==> src/hw/spu_odd_macros.svh <==
`ifndef SPU_ODD_MACROS_SVH
`define SPU_ODD_MACROS_SVH

// datapath widths fixed by the instruction set
`define QUAD_WIDTH 128
`define WORD_WIDTH 32
`define ADDR_WIDTH 7
`define PC_WIDTH 32

// unit ids carried in every forward entry
`define PERMUTE_UNIT_ID 3'd5
`define BRANCH_UNIT_ID 3'd7

// result latency in cycles, per unit
`define PERMUTE_LATENCY 4'd4
`define BRANCH_LATENCY 4'd1

// registered forward stages between issue and write-back
`define FW_STAGES 7

// 256 KB local store
`define LS_LIMIT_MASK 32'h0003_FFFF

`endif

==> src/hw/spu_odd_pkg.sv <==
`include "spu_odd_macros.svh"

package spu_odd_pkg;

    // bit 0 is the most significant bit in every vector below
    typedef logic [0:`QUAD_WIDTH-1] quad_t;
    typedef logic [0:`ADDR_WIDTH-1] reg_addr_t;
    typedef logic [0:`PC_WIDTH-1]   pc_t;
    typedef logic [0:2]             unit_id_t;
    typedef logic [0:3]             latency_t;
    typedef logic [0:6]             imm7_t;
    typedef logic [0:15]            imm16_t;

    // odd pipe operations, NOP doubles as the idle code
    typedef enum logic [0:4] {
        OP_NOP      = 5'd0,
        // permute: quadword left shifts
        OP_SHLQBI   = 5'd1,
        OP_SHLQBII  = 5'd2,
        OP_SHLQBY   = 5'd3,
        OP_SHLQBYI  = 5'd4,
        OP_SHLQBYBI = 5'd5,
        // permute: quadword rotates
        OP_ROTQBI   = 5'd6,
        OP_ROTQBII  = 5'd7,
        OP_ROTQBY   = 5'd8,
        OP_ROTQBYI  = 5'd9,
        OP_ROTQBYBI = 5'd10,
        // permute: gather bits
        OP_GBB      = 5'd11,
        OP_GBH      = 5'd12,
        OP_GB       = 5'd13,
        // branches
        OP_BR       = 5'd14,
        OP_BRA      = 5'd15,
        OP_BRSL     = 5'd16,
        OP_BRASL    = 5'd17,
        OP_BRNZ     = 5'd18,
        OP_BRZ      = 5'd19,
        OP_BRHNZ    = 5'd20,
        OP_BRHZ     = 5'd21
    } odd_opcode_t;

    // one issued instruction with its operands already read
    typedef struct packed {
        odd_opcode_t opcode;
        quad_t       ra;
        quad_t       rb;
        quad_t       rt_data;
        reg_addr_t   rt_address;
        imm7_t       i7;
        imm16_t      i16;
        pc_t         pc;
    } odd_issue_t;

    // 143 bits, same field order as the register file write port
    typedef struct packed {
        unit_id_t  unit_id;
        quad_t     rt_value;
        logic      write_enable;
        reg_addr_t rt_address;
        latency_t  latency;
    } fw_entry_t;

    typedef fw_entry_t [1:`FW_STAGES] fw_stages_t;

endpackage

==> src/hw/branch_unit.sv <==
`include "spu_odd_macros.svh"

module branch_unit (
    input  spu_odd_pkg::odd_issue_t issue,
    output spu_odd_pkg::fw_entry_t  entry,
    output logic                    taken,
    output spu_odd_pkg::pc_t        next_pc
);
    import spu_odd_pkg::*;

    pc_t                    offset;
    pc_t                    relative_target;
    pc_t                    absolute_target;
    pc_t                    link_pc;
    logic [0:`WORD_WIDTH-1] rt_word;
    logic [0:15]            rt_half;
    logic                   is_branch;
    logic                   is_link;
    logic                   is_conditional;
    logic                   condition;

    // word offset from the sign-extended immediate
    assign offset          = {{14{issue.i16[0]}}, issue.i16, 2'b00};
    assign relative_target = (issue.pc + offset) & `LS_LIMIT_MASK;
    assign absolute_target = offset & `LS_LIMIT_MASK;
    assign link_pc         = (issue.pc + 32'd4) & `LS_LIMIT_MASK;

    // preferred slot of rt
    assign rt_word = issue.rt_data[0:`WORD_WIDTH-1];
    assign rt_half = issue.rt_data[16:31];

    always_comb
    begin
        is_branch      = 1'b1;
        is_link        = 1'b0;
        is_conditional = 1'b0;
        condition      = 1'b0;
        taken          = 1'b0;
        next_pc        = '0;
        case (issue.opcode)
            OP_BR:
            begin
                taken   = 1'b1;
                next_pc = relative_target;
            end
            OP_BRA:
            begin
                taken   = 1'b1;
                next_pc = absolute_target;
            end
            OP_BRSL:
            begin
                taken   = 1'b1;
                is_link = 1'b1;
                next_pc = relative_target;
            end
            OP_BRASL:
            begin
                taken   = 1'b1;
                is_link = 1'b1;
                next_pc = absolute_target;
            end
            OP_BRNZ:
            begin
                is_conditional = 1'b1;
                condition      = (rt_word != '0);
            end
            OP_BRZ:
            begin
                is_conditional = 1'b1;
                condition      = (rt_word == '0);
            end
            OP_BRHNZ:
            begin
                is_conditional = 1'b1;
                condition      = (rt_half != '0);
            end
            OP_BRHZ:
            begin
                is_conditional = 1'b1;
                condition      = (rt_half == '0);
            end
            default:
                is_branch = 1'b0;
        endcase

        // not taken falls through to the next word
        if (is_conditional)
        begin
            taken   = condition;
            next_pc = condition ? (relative_target & 32'hFFFF_FFFC) : link_pc;
        end
    end

    always_comb
    begin
        entry = '0;
        if (is_branch)
        begin
            entry.unit_id    = `BRANCH_UNIT_ID;
            entry.rt_address = issue.rt_address;
            entry.latency    = `BRANCH_LATENCY;
            // only the set-link forms write the return address back
            if (is_link)
            begin
                entry.write_enable                   = 1'b1;
                entry.rt_value[0:`WORD_WIDTH-1] = link_pc;
            end
        end
    end

endmodule

==> src/hw/forward_chain.sv <==
`include "spu_odd_macros.svh"

module forward_chain (
    input  logic                    clock,
    input  logic                    reset,
    input  spu_odd_pkg::fw_entry_t  stage_in,
    output spu_odd_pkg::fw_stages_t stages,
    output spu_odd_pkg::fw_entry_t  result
);
    import spu_odd_pkg::*;

    // registered stages 2 to 7, stage 1 is the unit output itself
    fw_entry_t [2:`FW_STAGES] pipe_q;

    assign stages = {stage_in, pipe_q};

    // each entry advances one stage per clock, result is the write-back point
    always_ff @(posedge clock)
    begin
        if (reset)
        begin
            pipe_q <= '0;
            result <= '0;
        end
        else
        begin
            pipe_q <= {stage_in, pipe_q[2:`FW_STAGES-1]};
            result <= pipe_q[`FW_STAGES];
        end
    end

endmodule

==> src/hw/odd_pipe.sv <==
module odd_pipe (
    input  logic                    clock,
    input  logic                    reset,
    input  spu_odd_pkg::odd_issue_t issue,
    output spu_odd_pkg::fw_stages_t fw_stages,
    output spu_odd_pkg::fw_entry_t  result,
    output logic                    branch_taken,
    output spu_odd_pkg::pc_t        next_pc
);
    import spu_odd_pkg::*;

    odd_issue_t issue_q;
    fw_entry_t  permute_entry;
    fw_entry_t  branch_entry;
    fw_entry_t  stage1_entry;

    // operand register, clears to NOP so all unit outputs start at zero
    always_ff @(posedge clock)
    begin
        if (reset)
        begin
            issue_q <= '0;
        end
        else
        begin
            issue_q <= issue;
        end
    end

    permute_unit u_permute (
        .issue (issue_q),
        .entry (permute_entry)
    );

    branch_unit u_branch (
        .issue   (issue_q),
        .entry   (branch_entry),
        .taken   (branch_taken),
        .next_pc (next_pc)
    );

    // opcode sets are disjoint and idle units output zeros
    assign stage1_entry = permute_entry | branch_entry;

    forward_chain u_chain (
        .clock    (clock),
        .reset    (reset),
        .stage_in (stage1_entry),
        .stages   (fw_stages),
        .result   (result)
    );

endmodule

==> src/hw/permute_unit.sv <==
`include "spu_odd_macros.svh"

module permute_unit (
    input  spu_odd_pkg::odd_issue_t issue,
    output spu_odd_pkg::fw_entry_t  entry
);
    import spu_odd_pkg::*;

    quad_t rt_value;
    logic  is_permute;

    // bit 0 is the msb, so a value shift left moves data toward bit 0
    // amounts of 128 or more leave only zeros
    function automatic quad_t shift_left(input quad_t value, input logic [7:0] amount);
        quad_t shifted;
        shifted = value << amount;
        return shifted;
    endfunction

    // rotate by shifting a doubled copy and keeping the upper half
    function automatic quad_t rotate_left(input quad_t value, input logic [6:0] amount);
        logic [0:2*`QUAD_WIDTH-1] doubled;
        doubled = {value, value} << amount;
        return doubled[0:`QUAD_WIDTH-1];
    endfunction

    // last bit of each element, element 0 lands highest in the packed field
    // at the low end of word 0
    function automatic quad_t gather_bits(input quad_t value, input int elem_bits);
        quad_t gathered;
        int    count;
        gathered = '0;
        count = `QUAD_WIDTH / elem_bits;
        for (int j = 0; j < 16; j++)
        begin
            if (j < count)
            begin
                gathered[`WORD_WIDTH - count + j] = value[j * elem_bits + elem_bits - 1];
            end
        end
        return gathered;
    endfunction

    always_comb
    begin
        rt_value   = '0;
        is_permute = 1'b1;
        case (issue.opcode)
            // bit shifts, count 0..7
            OP_SHLQBI:
                rt_value = shift_left(issue.ra, {5'd0, issue.rb[29:31]});
            OP_SHLQBII:
                rt_value = shift_left(issue.ra, {5'd0, issue.i7[4:6]});

            // byte shifts, count 0..31 so 16 and up clears the quadword
            OP_SHLQBY:
                rt_value = shift_left(issue.ra, {issue.rb[27:31], 3'b000});
            OP_SHLQBYI:
                rt_value = shift_left(issue.ra, {issue.i7[2:6], 3'b000});
            OP_SHLQBYBI:
                rt_value = shift_left(issue.ra, {issue.rb[24:28], 3'b000});

            // bit rotates
            OP_ROTQBI:
                rt_value = rotate_left(issue.ra, {4'd0, issue.rb[29:31]});
            OP_ROTQBII:
                rt_value = rotate_left(issue.ra, {4'd0, issue.i7[4:6]});

            // byte rotates stay modulo 16
            OP_ROTQBY:
                rt_value = rotate_left(issue.ra, {issue.rb[28:31], 3'b000});
            OP_ROTQBYI:
                rt_value = rotate_left(issue.ra, {issue.i7[3:6], 3'b000});
            OP_ROTQBYBI:
                rt_value = rotate_left(issue.ra, {issue.rb[25:28], 3'b000});

            // gathers over bytes, halfwords and words
            OP_GBB:
                rt_value = gather_bits(issue.ra, 8);
            OP_GBH:
                rt_value = gather_bits(issue.ra, 16);
            OP_GB:
                rt_value = gather_bits(issue.ra, 32);

            default:
                is_permute = 1'b0;
        endcase
    end

    // all-zero entry for opcodes owned by other units
    always_comb
    begin
        entry = '0;
        if (is_permute)
        begin
            entry.unit_id      = `PERMUTE_UNIT_ID;
            entry.rt_value     = rt_value;
            entry.write_enable = 1'b1;
            entry.rt_address   = issue.rt_address;
            entry.latency      = `PERMUTE_LATENCY;
        end
    end

endmodule

==> config.mk <==
export PLATFORM = sky130hd
export DESIGN_NAME = odd_pipe
export DESIGN_NICKNAME = d
export VERILOG_FILES = /design/src/hw/spu_odd_pkg.sv /design/src/hw/branch_unit.sv /design/src/hw/forward_chain.sv /design/src/hw/odd_pipe.sv /design/src/hw/permute_unit.sv
export VERILOG_INCLUDE_DIRS = /design/src /design/src/hw
export SDC_FILE = /design/constraint.sdc
export NUM_CORES = 2
export LEC_CHECK = 0
export BUFFER_PORTS_ARGS = -buffer_cell sky130_fd_sc_hd__buf_4
export CAP_MARGIN = 20
export CORE_AREA = 2 2 637 639
export CTS_CLUSTER_SIZE = 10
export DETAILED_ROUTE_END_ITERATION = 10
export DIE_AREA = 0 0 639 641
export PLACE_DENSITY_LB_ADDON = 0.15
export SYNTH_ARGS = -nofsm -noshare
export SYNTH_HDL_FRONTEND = slang
export SYNTH_SLANG_ARGS = --single-unit
==> constraint.sdc <==
create_clock -name clock -period 6.4 [get_ports clock]
set_input_delay 1.92 -clock clock [delete_from_list [all_inputs] [get_ports clock]]
set_output_delay 1.92 -clock clock [all_outputs]
set_load 0.03 [all_outputs]
Yosys cells after proc, flatten, opt, wreduce, memory -nomap -nowiden
Index checks and enable logic that the tools add are counted.
- reduce and logical (&&, ||, !) cells: 11
- $add $sub $neg: 2
- eq/ne operators: 21
- muxes and demuxes: 16
- bitwise gates (word level): 1
- shift-type cells: 10
- operators with widths (operator ; count):
    $pmux W128 S13 ; 1
    $shl A256 B7 Y256 ; 3
    $shl A256 B3 Y256 ; 2
    $shl A128 B8 Y128 ; 3
    $shl A128 B3 Y128 ; 2
    $mux W143 ; 1
    $or A143 B143 Y143 ; 1
    $eq A5 B4 Y1 const B ; 8
    $mux W18 ; 2
    $pmux W18 S2 ; 1
    $mux W35 ; 1
    $logic_not A32 Y1 ; 1
    $mux W32 ; 1
    $reduce_bool A32 Y1 ; 1
    $eq A5 B5 Y1 const B ; 6
    $eq A5 B3 Y1 const B ; 4
    $add A18 B18 Y18 ; 1
    $add A18 B3 Y18 const B ; 1
    $logic_not A16 Y1 ; 1
    $reduce_bool A16 Y1 ; 1
    $reduce_or A13 Y1 ; 1
    $mux W12 ; 1
    $eq A5 B2 Y1 const B ; 2
    $reduce_or A4 Y1 ; 2
    5 further kinds ; 13
- input bits: 453
- output and inout port bits: 1177
- word-level logic and storage cells: 104
- register bits after elaboration: 1412

Longest topological paths before layout
- depth after elaboration: 6
- gate-level depth with buffers: 16
- depth with buffers taken out: 13

Cells and area by module
A second synthesis with hierarchy kept.
- cell total of the unflattened synthesis: 7491
- area total of the unflattened synthesis: 67234.5 um^2
- by module, submodules not included (module ; times used ; area an instance (um^2) ; cells an instance ; seq. area each (um^2)):
    forward_chain ; 1 ; 28153.3 ; 2256 ; 20039.2
    permute_unit ; 1 ; 23097.2 ; 3761 ; 0.0
    odd_pipe ; 1 ; 13266.5 ; 1095 ; 9028.7
    branch_unit ; 1 ; 2717.6 ; 379 ; 0.0

Worst setup path before layout
No wires, ideal clock.
- path type: reg2out
- start point: register issue_q[447] in the netlist's numbering
- end point: output fw_stages[950] in the netlist's numbering
- arrival: 3.340 ns
- data required time: 4.480 ns
- cell stages (with the launch flop): 11
- slack: 1.140 ns
- path buffers: 4
- path through: dfxtp_1 -> buf_2 -> buf_2 -> mux2i_1 -> nor2_1 -> o21ai_1 -> clkbuf_1 -> buf_1 -> mux2i_1 -> mux2i_1 -> o21ai_0
- RTL lines (element ; RTL line ; RTL):
    start, declared ; odd_pipe.sv:12 ; odd_issue_t issue_q;
    start signal, assigned ; odd_pipe.sv:26 ; issue_q <= issue;
    end, declared ; odd_pipe.sv:5 ; output spu_odd_pkg::fw_stages_t fw_stages,

==> flow_summary.yaml <==
sta:
  setup_viol: 127
  rsz0062_at_grt: "yes"
  layout_setup_ws_ps: -613
  clock.fmax_ghz: 0.143
  slew_violations: 0
  fin_skew_ps: 127
  period_share_pct: 110
  setup_tns_ps: -37200
  slew_headroom_pct: 12.2
  hold_violations: 0
  worst_slew_pin_slew_ps: 1310
  fin_crit_ps: 7010
status:
  violations: "negative setup slack"
  status: "finished with violations"
hold_path:
  hold_class: "flop to flop"
global_routing:
  grt_overflow: 0
  grt_max_degree: 144
  antenna_found_initial: 59
  grt_usage_pct: 21.3
  grt_pass1_vias: 52700
  grt_pass1_wl_mm: 571
place:
  gp_congestion: 0.941
  portBuffers: 1367
  hpwl_mm: 388
  pre_cts_ws_ps: -540
drt:
  firstDrtPassIters: 6
  vias: 52600
  antenna_left: 0
  viasPerCell: 4.01
  drt_wl_total_mm: 459
  drc: 0
  drtIter0Drc: 3616
  wire_per_inst_um: 35.0
logic_synthesis:
  synth_edf_count: 0
  yosys_most_used_dff: "dfxtp_1"
  synthArstFlopShare_pct: 0
  synth_cell_types: 92
  synth-seq-cells: 1192
  syn_area_um2: 53600
  yosysWarnings: 0
  postSynthCellCount: 5348
  synth_area_per_cell_um2: 10.0
  yosysSeqAreaShare_pct: 44.5
finish:
  layout_commonest_cell: "buf_4"
  syn2layout_area_growth_pct: 70.3
  layout-drive-gt1-share_pct: 48.1
  nets: 8110
  mostFrequentLayoutCells: "buf_4, dfxtp_1, nor2b_1"
  fillCellCount: 43800
cts:
  cts_tree: "done"
  root_buffer: "clkbuf_16"
  clock_latency_ps: 940
  clock_path_buffers: 4
  cts_made_buffers: 160
  cts.clk_slew.worst_paths_ps: 60
  htree_levels: 4
  cts_sinks: 1192
worst_setup_path:
  rr_endpoint: "u_chain.stages[739]$_SDFF_PP0_"
  worstSetupEndpoint: "fw_stages[929]"
  r2r_start: "issue_q[450]$_SDFF_PP0_"
  critical_path.max_fanout: 6
  worst-setup-path-type: "flop to output port"
  crit_path_end_kind: "output port"
  r2r_cells: 10
  cp.arrival_ps: 5090
  start_kind: "flop"
  ff2ff_setup_slack_ps: 1850
  crit_start: "issue_q[449]$_SDFF_PP0_"
  critPathRequiredTime_ps: 4480
floorplanning:
  rows: 233
  ioPinCount: 1630
  die_h_um: 641
  dieArea_um2: 410000
  die_x_um: 639
  initial_core_util_pct: 13.3
  core_um2: 402000
pwr:
  p_total_mw: 24.0
  peakVddDrop_v: 0.000197
  power_density_nw_per_um2: 263
  leakage_nw: 38.3
run:
  drv_cap: 0
logic make-up (layout without fill, tap and decap cells):
family	count (synthesis)	after routing	synth area share, %
XOR/XNOR	29	29	0.474
adder cells (fa/ha/maj)	17	17	0.411
buffers and inverters	477	2832	4.08
AND/OR/NAND/NOR	1661	1664	17.7
flip-flops	1192	1192	44.5
AO/OA/AOI/OAI	948	948	13.2
other	1	99	0.00699
multiplexers	1023	1023	19.7
layer usage:
metal | wire, µm | global-route usage (%)
met5 | 22 | 0
met2 | 229000 | 38.1
met3 | 21600 | 2.97
met4 | 27700 | 10.8
met1 | 180000 | 24.7
repair_timing:
item | CTS | global route
pin swaps | 53 | 103
hold buffers | 0 | 0
setup buffers | 57 | 127
gates resized for setup | 717 | 760
gates cloned | 10 | 5
endpoints found under the setup margin | 129 | 130
stage by stage:
stage / std cells / util (%) / hold WS, ps / area, µm²
2_1_floorplan: 5377 / - / 421 / 53700
3_3_place_gp: 12600 / 19.2 / 433 / 77200
3_5_place_dp: 12600 / 19.2 / 434 / 77200
4_1_cts: 12900 / 21.4 / 427 / 86200
5_1_grt: 13100 / 22.7 / 439 / 91300
6_report: 13100 / 22.7 / 413 / 91400
how the worst min path moves through the flow:
stage / start / to / slack [ps] / cells past startpoint
after floorplan: issue_q[55]$_SDFF_PP0_ / u_chain.stages[719]$_SDFF_PP0_ / 420 / 1
after global placement: issue_q[58]$_SDFF_PP0_ / u_chain.stages[722]$_SDFF_PP0_ / 430 / 1
after detailed placement: issue_q[57]$_SDFF_PP0_ / u_chain.stages[721]$_SDFF_PP0_ / 430 / 1
after CTS: u_chain.stages[512]$_SDFF_PP0_ / u_chain.stages[369]$_SDFF_PP0_ / 430 / 1
after global routing: u_chain.stages[513]$_SDFF_PP0_ / u_chain.stages[370]$_SDFF_PP0_ / 440 / 1
final: u_chain.stages[512]$_SDFF_PP0_ / u_chain.stages[369]$_SDFF_PP0_ / 410 / 1
final cells by class:
class	instances	area (µm²)	share of cell area, %
tap	5287	6620	7.24
clock inverter	31	380	0.416
clock buffer	226	4510	4.94
antenna	69	173	0.189
multi-input combinational	3711	33900	37.1
sequential	1192	23900	26.1
inverter	22	83.8	0.0918
timing repair buffer	2553	21800	23.8
report_power, final:
group / internal [mW] / switching (mW) / leakage (nW)
Sequential: 7.64 / 0.348 / 9.69
Combinational: 2.92 / 4.41 / 26.3
Clock: 5.02 / 3.68 / 2.37
Total: 15.6 / 8.43 / 38.3
registers in the layout, indices dropped and copies added, names as in the netlist:
signal	flops
issue_q	219
u_chain.result	139
u_chain.stages	834
worst max-delay path, stage by stage (launching register included):
cell      delay [ps]
dfxtp_2          320
buf_6            120
or2_4            240
o21ai_4          180
buf_12           140
buf_12           130
nand2_8          120
buf_4            160
mux2i_1          140
buf_4            200
mux2i_2          120
mux2_4           350
o22ai_4          130
a221oi_2          60
buf_4            150
o211ai_1         590
buf_4            300
o211ai_1         340
buf_6            300
buf_6            150
cells in the mapped netlist (19+ instances only):
cell type / instances / share of area (%)
a211o_1: 19 / 0.31
and3_1: 26 / 0.30
o22ai_1: 116 / 1.4
a211oi_1: 37 / 0.52
nand2_1: 206 / 1.4
clkbuf_1: 269 / 1.9
dfxtp_1: 1192 / 44
a22oi_1: 117 / 1.6
buf_4: 57 / 0.80
o211ai_1: 53 / 0.74
nor2b_1: 1065 / 12
o21a_1: 22 / 0.31
a22o_1: 59 / 0.96
a221o_1: 26 / 0.49
nor3_1: 47 / 0.44
mux2i_1: 832 / 16
a221oi_1: 68 / 1.1
a21oi_1: 78 / 0.73
o22a_1: 50 / 0.82
and2_1: 78 / 0.91
o221ai_1: 54 / 0.88
nand3_1: 50 / 0.47
o21ai_0: 103 / 0.96
buf_2: 75 / 0.70
mux2_2: 184 / 3.9
nor2_1: 131 / 0.92
buf_1: 42 / 0.29
inv_1: 22 / 0.15
(Power assumes the default switching activity.)
